**src/pwm_defines.svh**
```systemverilog
/* PWM chain build constants
   Channel count, datapath widths and the APB register map */
`ifndef PWM_DEFINES_SVH
`define PWM_DEFINES_SVH

// Channel count and datapath widths
`define PWM_N_CHANNELS    4
`define PWM_COUNTER_WIDTH 16
`define PWM_DEAD_WIDTH    16
`define PWM_ADDR_WIDTH    8
`define PWM_DATA_WIDTH    32

// Timer registers where mode bit 0 selects up-down counting
`define PWM_REG_MODE      8'h00
`define PWM_REG_PRESCALE  8'h04
`define PWM_REG_START     8'h08
`define PWM_REG_STOP      8'h0C

// Channel c keeps its on-threshold at base+8c and its off-threshold 4 above
`define PWM_REG_THR_BASE  8'h10

// Two output enables per channel with side A in the even bit
`define PWM_REG_OUT_EN    8'h30
`define PWM_REG_DT_EN     8'h34

// Channel c dead time sits at base+4c
`define PWM_REG_DEAD_BASE 8'h40

`endif

```
**src/pwm_pkg.sv**
```systemverilog
/* Shared types of the PWM chain
   Width typedefs, counter mode and the APB and configuration records */
`include "pwm_defines.svh"

package pwm_pkg;

    typedef logic [`PWM_COUNTER_WIDTH-1:0] count_t;
    typedef logic [`PWM_DEAD_WIDTH-1:0]    dead_t;
    typedef logic [`PWM_ADDR_WIDTH-1:0]    apb_addr_t;
    typedef logic [`PWM_DATA_WIDTH-1:0]    apb_data_t;

    typedef enum logic {
        COUNT_UP      = 1'b0,
        COUNT_UP_DOWN = 1'b1
    } count_mode_t;

    typedef struct packed {
        apb_addr_t paddr;
        logic      psel;
        logic      penable;
        logic      pwrite;
        apb_data_t pwdata;
    } apb_req_t;

    typedef struct packed {
        apb_data_t prdata;
        logic      pready;
        logic      pslverr;
    } apb_rsp_t;

    // Period setup of the shared counter
    typedef struct packed {
        count_mode_t mode;
        count_t      prescale;
        count_t      start;
        count_t      stop;
    } timer_cfg_t;

    // Per-channel compare window, pin enables and dead time
    typedef struct packed {
        count_t     on_thr;
        count_t     off_thr;
        logic [1:0] out_en;
        logic       dt_en;
        dead_t      dead;
    } channel_cfg_t;

endpackage

```
**src/pwm_control_unit.sv**
```systemverilog
/* PWM register file behind a zero-wait-state APB slave
   Holds the timer setup and the per-channel configuration */
`include "pwm_defines.svh"

module pwm_control_unit import pwm_pkg::*; (
    input  logic                               clock,
    input  logic                               reset,
    input  apb_req_t                           apb_req,
    output apb_rsp_t                           apb_rsp,
    output timer_cfg_t                         timer_cfg,
    output channel_cfg_t [`PWM_N_CHANNELS-1:0] channel_cfg
);

    localparam int N_CH = `PWM_N_CHANNELS;
    localparam int CH_W = $clog2(N_CH);

    timer_cfg_t              timer_q;
    channel_cfg_t [N_CH-1:0] chan_q;

    apb_addr_t       addr;
    apb_addr_t       thr_offset;
    apb_addr_t       dead_offset;
    logic [CH_W-1:0] thr_chan;
    logic [CH_W-1:0] dead_chan;
    logic            thr_hit;
    logic            dead_hit;
    logic            reg_hit;
    logic            access;
    logic            write_en;
    apb_data_t       rd_data;

    assign addr     = apb_req.paddr;
    assign access   = apb_req.psel && apb_req.penable;
    assign write_en = access && apb_req.pwrite && reg_hit;

    // The threshold and dead-time banks are decoded by their offset from the bank base
    assign thr_offset  = addr - `PWM_REG_THR_BASE;
    assign dead_offset = addr - `PWM_REG_DEAD_BASE;
    assign thr_chan    = thr_offset[3 +: CH_W];
    assign dead_chan   = dead_offset[2 +: CH_W];
    assign thr_hit     = (thr_offset < 8 * N_CH) && (addr[1:0] == 2'b00);
    assign dead_hit    = (dead_offset < 4 * N_CH) && (addr[1:0] == 2'b00);

    always_comb begin
        rd_data = '0;
        reg_hit = 1'b1;
        if (thr_hit) begin
            if (thr_offset[2]) begin
                rd_data = apb_data_t'(chan_q[thr_chan].off_thr);
            end else begin
                rd_data = apb_data_t'(chan_q[thr_chan].on_thr);
            end
        end else if (dead_hit) begin
            rd_data = apb_data_t'(chan_q[dead_chan].dead);
        end else begin
            case (addr)
                `PWM_REG_MODE:     rd_data = apb_data_t'(timer_q.mode);
                `PWM_REG_PRESCALE: rd_data = apb_data_t'(timer_q.prescale);
                `PWM_REG_START:    rd_data = apb_data_t'(timer_q.start);
                `PWM_REG_STOP:     rd_data = apb_data_t'(timer_q.stop);
                `PWM_REG_OUT_EN: begin
                    for (int c = 0; c < N_CH; c++) begin
                        rd_data[2*c +: 2] = chan_q[c].out_en;
                    end
                end
                `PWM_REG_DT_EN: begin
                    for (int c = 0; c < N_CH; c++) begin
                        rd_data[c] = chan_q[c].dt_en;
                    end
                end
                default: reg_hit = 1'b0;
            endcase
        end
    end

    // No wait states, so every access phase completes at once
    assign apb_rsp.prdata  = rd_data;
    assign apb_rsp.pready  = 1'b1;
    assign apb_rsp.pslverr = access && !reg_hit;

    always_ff @(posedge clock) begin
        if (!reset) begin
            timer_q <= '{mode: COUNT_UP, prescale: '0, start: '0, stop: '1};
            chan_q  <= '0;
        end else if (write_en) begin
            if (thr_hit) begin
                if (thr_offset[2]) begin
                    chan_q[thr_chan].off_thr <= apb_req.pwdata[`PWM_COUNTER_WIDTH-1:0];
                end else begin
                    chan_q[thr_chan].on_thr <= apb_req.pwdata[`PWM_COUNTER_WIDTH-1:0];
                end
            end else if (dead_hit) begin
                chan_q[dead_chan].dead <= apb_req.pwdata[`PWM_DEAD_WIDTH-1:0];
            end else begin
                case (addr)
                    `PWM_REG_MODE:     timer_q.mode <= count_mode_t'(apb_req.pwdata[0]);
                    `PWM_REG_PRESCALE: timer_q.prescale <= apb_req.pwdata[`PWM_COUNTER_WIDTH-1:0];
                    `PWM_REG_START:    timer_q.start <= apb_req.pwdata[`PWM_COUNTER_WIDTH-1:0];
                    `PWM_REG_STOP:     timer_q.stop <= apb_req.pwdata[`PWM_COUNTER_WIDTH-1:0];
                    `PWM_REG_OUT_EN: begin
                        for (int c = 0; c < N_CH; c++) begin
                            chan_q[c].out_en <= apb_req.pwdata[2*c +: 2];
                        end
                    end
                    `PWM_REG_DT_EN: begin
                        for (int c = 0; c < N_CH; c++) begin
                            chan_q[c].dt_en <= apb_req.pwdata[c];
                        end
                    end
                    default: ;
                endcase
            end
        end
    end

    assign timer_cfg   = timer_q;
    assign channel_cfg = chan_q;

endmodule

```
**src/pwm_counter.sv**
```systemverilog
/* Shared PWM time base
   Prescaled up or up-down counter that flags each period boundary */
module pwm_counter import pwm_pkg::*; (
    input  logic       clock,
    input  logic       reset,
    input  logic       running,
    input  timer_cfg_t timer_cfg,
    output count_t     count,
    output logic       reload
);

    count_t prescale_cnt;
    count_t count_q;
    logic   count_up;
    logic   reload_q;
    logic   tick;

    // One count step every prescale+1 clock cycles
    assign tick = (prescale_cnt >= timer_cfg.prescale);

    always_ff @(posedge clock) begin
        if (!reset) begin
            prescale_cnt <= '0;
        end else if (!running || tick) begin
            prescale_cnt <= '0;
        end else begin
            prescale_cnt <= prescale_cnt + 1'b1;
        end
    end

    always_ff @(posedge clock) begin
        if (!reset) begin
            count_q  <= '0;
            count_up <= 1'b1;
            reload_q <= 1'b0;
        end else if (!running) begin
            // Park at the start value so the first period after a start is whole
            count_q  <= timer_cfg.start;
            count_up <= 1'b1;
            reload_q <= 1'b0;
        end else begin
            reload_q <= 1'b0;
            if (tick) begin
                if (timer_cfg.mode == COUNT_UP) begin
                    count_up <= 1'b1;
                    if (count_q >= timer_cfg.stop) begin
                        count_q  <= timer_cfg.start;
                        reload_q <= 1'b1;
                    end else begin
                        count_q <= count_q + 1'b1;
                    end
                end else if (count_up) begin
                    if (count_q < timer_cfg.stop) begin
                        count_q <= count_q + 1'b1;
                    end else if (count_q > timer_cfg.start) begin
                        // Turn around at the top of the triangle
                        count_q  <= count_q - 1'b1;
                        count_up <= 1'b0;
                    end else begin
                        count_q  <= timer_cfg.start;
                        reload_q <= 1'b1;
                    end
                end else begin
                    // The down slope ends at start+1 and the next step closes the period
                    if (count_q <= timer_cfg.start + 1'b1) begin
                        count_q  <= timer_cfg.start;
                        count_up <= 1'b1;
                        reload_q <= 1'b1;
                    end else begin
                        count_q <= count_q - 1'b1;
                    end
                end
            end
        end
    end

    assign count  = count_q;
    assign reload = reload_q;

endmodule

```
**src/pwm_compare_unit.sv**
```systemverilog
/* Compare stage for all PWM channels
   Shadowed thresholds, window compare and gated complementary outputs */
`include "pwm_defines.svh"

module pwm_compare_unit import pwm_pkg::*; (
    input  logic                               clock,
    input  logic                               reset,
    input  logic                               running,
    input  count_t                             count,
    input  logic                               reload,
    input  channel_cfg_t [`PWM_N_CHANNELS-1:0] channel_cfg,
    output logic [`PWM_N_CHANNELS-1:0]         raw_a,
    output logic [`PWM_N_CHANNELS-1:0]         raw_b
);

    localparam int N_CH = `PWM_N_CHANNELS;

    count_t          on_shadow  [N_CH];
    count_t          off_shadow [N_CH];
    count_t          on_active  [N_CH];
    count_t          off_active [N_CH];
    logic            take_new;
    logic [N_CH-1:0] in_window;

    // Thresholds track the registers while stopped and latch at each period boundary
    assign take_new = reload || !running;

    always_ff @(posedge clock) begin
        if (take_new) begin
            for (int c = 0; c < N_CH; c++) begin
                on_shadow[c]  <= channel_cfg[c].on_thr;
                off_shadow[c] <= channel_cfg[c].off_thr;
            end
        end
    end

    // The boundary cycle itself already belongs to the new window
    always_comb begin
        for (int c = 0; c < N_CH; c++) begin
            on_active[c]  = take_new ? channel_cfg[c].on_thr : on_shadow[c];
            off_active[c] = take_new ? channel_cfg[c].off_thr : off_shadow[c];
            in_window[c]  = (count >= on_active[c]) && (count < off_active[c]);
        end
    end

    // Side B is the complement of side A before the enables are applied
    always_ff @(posedge clock) begin
        if (!reset) begin
            raw_a <= '0;
            raw_b <= '0;
        end else begin
            for (int c = 0; c < N_CH; c++) begin
                raw_a[c] <= in_window[c] && channel_cfg[c].out_en[0] && running;
                raw_b[c] <= !in_window[c] && channel_cfg[c].out_en[1] && running;
            end
        end
    end

endmodule

```
**src/pwm_dead_time.sv**
```systemverilog
/* Dead-time insertion for one complementary output pair
   Delays each rising edge until the opposite side has been low long enough */
module pwm_dead_time import pwm_pkg::*; (
    input  logic  clock,
    input  logic  reset,
    input  logic  enable,
    input  dead_t dead,
    input  logic  raw_a,
    input  logic  raw_b,
    output logic  out_a,
    output logic  out_b
);

    // Index 0 is side A and index 1 is side B
    logic [1:0] raw;
    logic [1:0] alone;
    logic [1:0] out_q;
    dead_t      guard_cnt [2];

    assign raw = {raw_b, raw_a};

    // A side may only drive while it is the sole one requested
    assign alone[0] = raw[0] && !raw[1];
    assign alone[1] = raw[1] && !raw[0];

    // Each guard counter restarts whenever its side stops being the only request
    always_ff @(posedge clock) begin
        if (!reset) begin
            for (int s = 0; s < 2; s++) begin
                guard_cnt[s] <= '0;
            end
        end else begin
            for (int s = 0; s < 2; s++) begin
                if (!alone[s]) begin
                    guard_cnt[s] <= '0;
                end else if (guard_cnt[s] < dead) begin
                    guard_cnt[s] <= guard_cnt[s] + 1'b1;
                end
            end
        end
    end

    always_ff @(posedge clock) begin
        if (!reset) begin
            out_q <= '0;
        end else begin
            for (int s = 0; s < 2; s++) begin
                if (enable) begin
                    out_q[s] <= alone[s] && (guard_cnt[s] >= dead);
                end else begin
                    out_q[s] <= raw[s];
                end
            end
        end
    end

    assign out_a = out_q[0];
    assign out_b = out_q[1];

endmodule

```
**src/pwm_chain.sv**
```systemverilog
/* Four-channel PWM timer chain
   APB configured counter, compare stage and dead-time outputs */
`include "pwm_defines.svh"

module pwm_chain import pwm_pkg::*; (
    input  logic                       clock,
    input  logic                       reset,
    input  logic                       run,
    input  apb_req_t                   apb_req,
    output apb_rsp_t                   apb_rsp,
    output logic                       counter_status,
    output logic [`PWM_N_CHANNELS-1:0] out_a,
    output logic [`PWM_N_CHANNELS-1:0] out_b
);

    timer_cfg_t                         timer_cfg;
    channel_cfg_t [`PWM_N_CHANNELS-1:0] channel_cfg;
    count_t                             count;
    logic                               reload;
    logic                               running;
    logic [`PWM_N_CHANNELS-1:0]         raw_a;
    logic [`PWM_N_CHANNELS-1:0]         raw_b;

    // Registered run state shared by every block of the chain
    always_ff @(posedge clock) begin
        if (!reset) begin
            running <= 1'b0;
        end else begin
            running <= run;
        end
    end

    assign counter_status = running;

    pwm_control_unit control_unit (
        .clock       (clock),
        .reset       (reset),
        .apb_req     (apb_req),
        .apb_rsp     (apb_rsp),
        .timer_cfg   (timer_cfg),
        .channel_cfg (channel_cfg)
    );

    pwm_counter counter (
        .clock     (clock),
        .reset     (reset),
        .running   (running),
        .timer_cfg (timer_cfg),
        .count     (count),
        .reload    (reload)
    );

    pwm_compare_unit compare_unit (
        .clock       (clock),
        .reset       (reset),
        .running     (running),
        .count       (count),
        .reload      (reload),
        .channel_cfg (channel_cfg),
        .raw_a       (raw_a),
        .raw_b       (raw_b)
    );

    for (genvar c = 0; c < `PWM_N_CHANNELS; c++) begin : gen_dead_time
        pwm_dead_time dead_time (
            .clock  (clock),
            .reset  (reset),
            .enable (channel_cfg[c].dt_en),
            .dead   (channel_cfg[c].dead),
            .raw_a  (raw_a[c]),
            .raw_b  (raw_b[c]),
            .out_a  (out_a[c]),
            .out_b  (out_b[c])
        );
    end

endmodule

```
**config.mk**
```make
export PLATFORM = sky130hd
export DESIGN_NAME = pwm_chain
export DESIGN_NICKNAME = d
export VERILOG_FILES = /design/src/pwm_pkg.sv /design/src/pwm_control_unit.sv /design/src/pwm_counter.sv /design/src/pwm_compare_unit.sv /design/src/pwm_dead_time.sv /design/src/pwm_chain.sv
export VERILOG_INCLUDE_DIRS = /design/src
export SDC_FILE = /design/constraint.sdc
export NUM_CORES = 2
export LEC_CHECK = 0
export BUFFER_PORTS_ARGS = -buffer_cell sky130_fd_sc_hd__buf_4
export CAP_MARGIN = 40
export CORE_ASPECT_RATIO = 1.5
export CORE_MARGIN = 8
export CORE_UTILIZATION = 50
export DETAILED_ROUTE_END_ITERATION = 12
export PLACE_DENSITY = 0.66
export SETUP_SLACK_MARGIN = 0.05
export SYNTH_ARGS = -nofsm -noshare
export SYNTH_HDL_FRONTEND = slang
export SYNTH_SLANG_ARGS = --single-unit
```
**constraint.sdc**
```tcl
create_clock -name clock -period 11.3 [get_ports clock]
set_input_delay 0 -clock clock [delete_from_list [all_inputs] [get_ports clock]]
set_output_delay 0 -clock clock [all_outputs]
set_load 0.03 [all_outputs]
```
==> results list <==
* Unrepaired setup endpoints after global routing: no
* Capturing element type of the critical path: flip-flop
- In the final layout, the share of cells above drive strength 1 is 8.962%.
- The number of cells on the worst reg-to-reg path is 15.
- Most frequently used flop master after synthesis: sky130_fd_sc_hd__dfxtp_1
* Cell area after layout: 0.03695 mm²
* Area added between synthesis and finish: 10.79%
- The worst register-to-register path ends at counter.count[14].
- During placement, the flow inserted port buffers numbering 55.
- Critical path data arrival time: 5.01 ns
- After synthesis the netlist holds a flip-flop and latch count of 560.
- The tree is rooted in a sky130_fd_sc_hd__clkbuf_16.
* Setup violation total in the final timing report: 0
* I/O Pins: 89
* CP max stage cell: sky130_fd_sc_hd__nor3_1
- Total placed cells including tap cells: 4508
* DRC errors left: 0
- The hold violation total from the final report is 0.
- The number of antenna violations at the first check in global routing is 4.
* Normalized max-slew margin: 35.13%
- Counting stages on the worst path, the most repeated cell is sky130_fd_sc_hd__ha_1.
- In this run the number of H-tree levels came out at 2.
- The first TritonRoute pass finished after 6 iterations.
* Type of the worst setup path: reg2reg
- Via-to-Cell Ratio: 5.990
* Final non-filler cell total: 4634
- Measured on the finished design, the core utilization comes to 55.71%.
- Total Die Area: 0.07539 mm²
* Total number of clock tree sinks: 560
- Maximum single-stage delay on the critical path: 0.61 ns
* Worst-path maximum fanout: 9
* Initial drt markers: 1916
- The count of nets left with antenna violations once routing finished came out at 0.
- FMAX: 221.2 MHz
* Ys async rst share: 0%
- Cell area power density: 115.8 mW/mm²
* Via total after detailed routing: 27756
* Vias in the first global route: 27282
- Final count of pins violating max slew: 0
* Commonest cells after routing, fill and taps aside: sky130_fd_sc_hd__nand2_1, sky130_fd_sc_hd__dfxtp_1, sky130_fd_sc_hd__ha_1
- Initial standard-cell utilization of the core: 50.28%
* Global-route congestion overflow total: 0
- The most critical setup path has its startpoint at control_unit.timer_cfg[16].
- The min-delay analysis places its worst path in the category in2reg.
- Maximum count of clock buffers along a single path: 3
- Summing all placed instances gives a cell area of 0.03472 mm².
- The worst path uses 40.01% of the clock period.
- For this run, the number of Yosys warnings is 0.
* Actual transition at the worst max-transition pin: 0.9657 ns
- Global placer's final weighted congestion: 0.9381
* Type of origin of the critical path: flip-flop
- Horiz. Die Dim: 226.9 µm
- TritonCTS Buffers: 56
- Leakage: 15.54 nW
- The library cell used most frequently in the layout, excluding fill and tap cells, is sky130_fd_sc_hd__nand2_1.
* Max cap viols: 0
- 0 antenna diodes ended up in the layout.
- Detailed placement finished with a half-perimeter wire length of 72.71 mm.
- Worst-skew pair later-pin latency: 0.64 ns
- WP data required: 11.79 ns
* First-pass GRT wire length: 155.9 mm
* Distinct cell type count of the synthesized netlist: 94
* Cells along the critical path: ha_1 > and3_1 > nand2_1 > nor3_1 > nand3_1 > xnor2_1 > ha_1 > nand4_1 > nor4_1 > a32oi_2 > o2111ai_1 > buf_4 > and2b_1 > o31ai_1 > o221ai_2
- Maximum vdd drop: 0.1156 mV
- Post-DR wirelength/cell: 21.85 µm
- Maximum number of pins on one net before global-route repair: 117
* CTS clk-pin slew, worst paths: 0.06 ns
* Synth Cell Area: 0.03335 mm²
* Number of filler instances in the final layout: 5998
- From bottom edge to top edge, the die measures 332.3 µm.
- Proportion of synthesized chip area in sequential cells: 37.46%
* Worst setup path end: counter.count[14]
- Core outline area: 0.06633 mm²
- The worst register-to-register path begins at control_unit.timer_cfg[16].
- Number of placement rows: 116
* Hold bufs inserted after CTS: 23
- For this run, the post-layout net count is 4082.
- In this run, post-CTS repair resized a total of 0 instances.
- Across all register-to-register paths, the minimum setup slack is 6.78 ns.
* Overall routed net length: 101.3 mm
* Run status: completed
* Number of cells produced by synthesis: 3693
* Setup Total Neg Slack: 0 ns
- The clock period could shrink to 4.521 ns.
* Postcts setup bufs: 0
- GRT Util Overall: 26.42%
* Clock tree from TritonCTS: built
* Worst clock skew: 0.02968 ns
- Dividing the synthesized area by the synthesized cell count gives 9.031 µm².
- Post-layout power: 4.278 mW
- Counting flops with a built-in enable in the synthesized netlist gives 128.
## kinds of logic (layout without fill, tap and decap cells)
| group | after synthesis | in the layout | synth area share [%] |
|---|---|---|---|
| multiplexers | 242 | 242 | 9.162 |
| adder cells (fa/ha/maj) | 331 | 331 | 12.42 |
| AO/OA/AOI/OAI | 696 | 696 | 13.37 |
| AND/OR/NAND/NOR | 1229 | 1229 | 17.65 |
| other | 2 | 17 | 0.02252 |
| flip-flops | 560 | 560 | 37.46 |
| XOR/XNOR | 153 | 153 | 4.018 |
| buffers and inverters | 480 | 521 | 5.901 |
## metal layers
layer,up-vias,track usage [%],share of wire (%)
li1,13181,-,-
met1,13237,30.27,38
met2,1010,45.43,48
met3,324,4.055,6.5
met4,4,16.38,7.0
met5,-,0,0.026
## flip-flops by register name, summed over array words and instances, names as in the netlist
signal and flops:
counter.count_up 1, counter_status 1, gen_dead_time.dead_time.out_q 8, compare_unit.on_shadow 64
counter.reload 1, control_unit.channel_cfg 204, counter.prescale_cnt 16, gen_dead_time.dead_time.guard_cnt 128
compare_unit.off_shadow 64, control_unit.timer_cfg 49, counter.count 16, compare_unit.raw_b 4
compare_unit.raw_a 4
## Yosys cell counts, drive strengths merged (35+ instances only)
library cell	instances	area, µm²
o21a	43	322.8
nor2	200	765.7
inv	269	1010
xor2	75	656.9
nand4	78	488.0
nand3	147	740.7
buf	89	498.0
mux4	48	1081
nor3	83	440.4
a21oi	295	1476
o21ai	78	390.4
clkbuf	121	456.7
mux2i	168	1682
xnor2	78	683.2
nand2	500	1877
dfxtp	432	8648
nor4	74	505.5
edfxtp	128	3844
and3	35	219.0
ha	331	4141
a21o	86	645.6
## area by class of cell
type                            instances  area (µm²)  share of cell area [%]
Clock inverter                         14       186.4                  0.5045
Inverter                              270        1021                   2.763
Multi-Input combinational cell       2668       19000                   51.41
Clock buffer                           88        1808                   4.893
Timing Repair Buffer                  149        1339                   3.623
Sequential cell                       560       12490                   33.81
Tap cell                              885        1107                   2.997
## critical path: cells and delay by family (launching register included)
kind / cells / cell delay, ns
adder cells (fa/ha/maj): 2 / 0.53
AO/OA/AOI/OAI: 4 / 0.88
XOR/XNOR: 1 / 0.17
flip-flops: 1 / 0.50
buffers and inverters: 1 / 0.25
AND/OR/NAND/NOR: 7 / 2.04
## report_power, final
part | total, mW | switching (mW) | internal [mW]
sequential | 2.04 | 0.00264 | 2.04
clock | 2.01 | 0.828 | 1.19
combinational | 0.223 | 0.154 | 0.0691
## stage by stage
step	setup slack, ns	hold slack (ns)
2_1_floorplan	7.511	0.1273
5_1_grt	6.545	0.1540
3_3_place_gp	6.675	0.2509
4_1_cts	6.870	0.07028
3_5_place_dp	6.895	0.2480
6_report	6.779	0.09233
## worst min path at each step
stage                      startpoint                    endpoint  depth (start not counted)
after CTS                 apb_req[40]  control_unit.timer_cfg[48]                          6
after global routing      apb_req[40]  control_unit.timer_cfg[48]                          6
after global placement            run              counter_status                          2
after detailed placement          run              counter_status                          2
final                     apb_req[40]  control_unit.timer_cfg[48]                          6
after floorplan                   run              counter_status                          1
No activity file was read; power rests on OpenSTA's default activity.
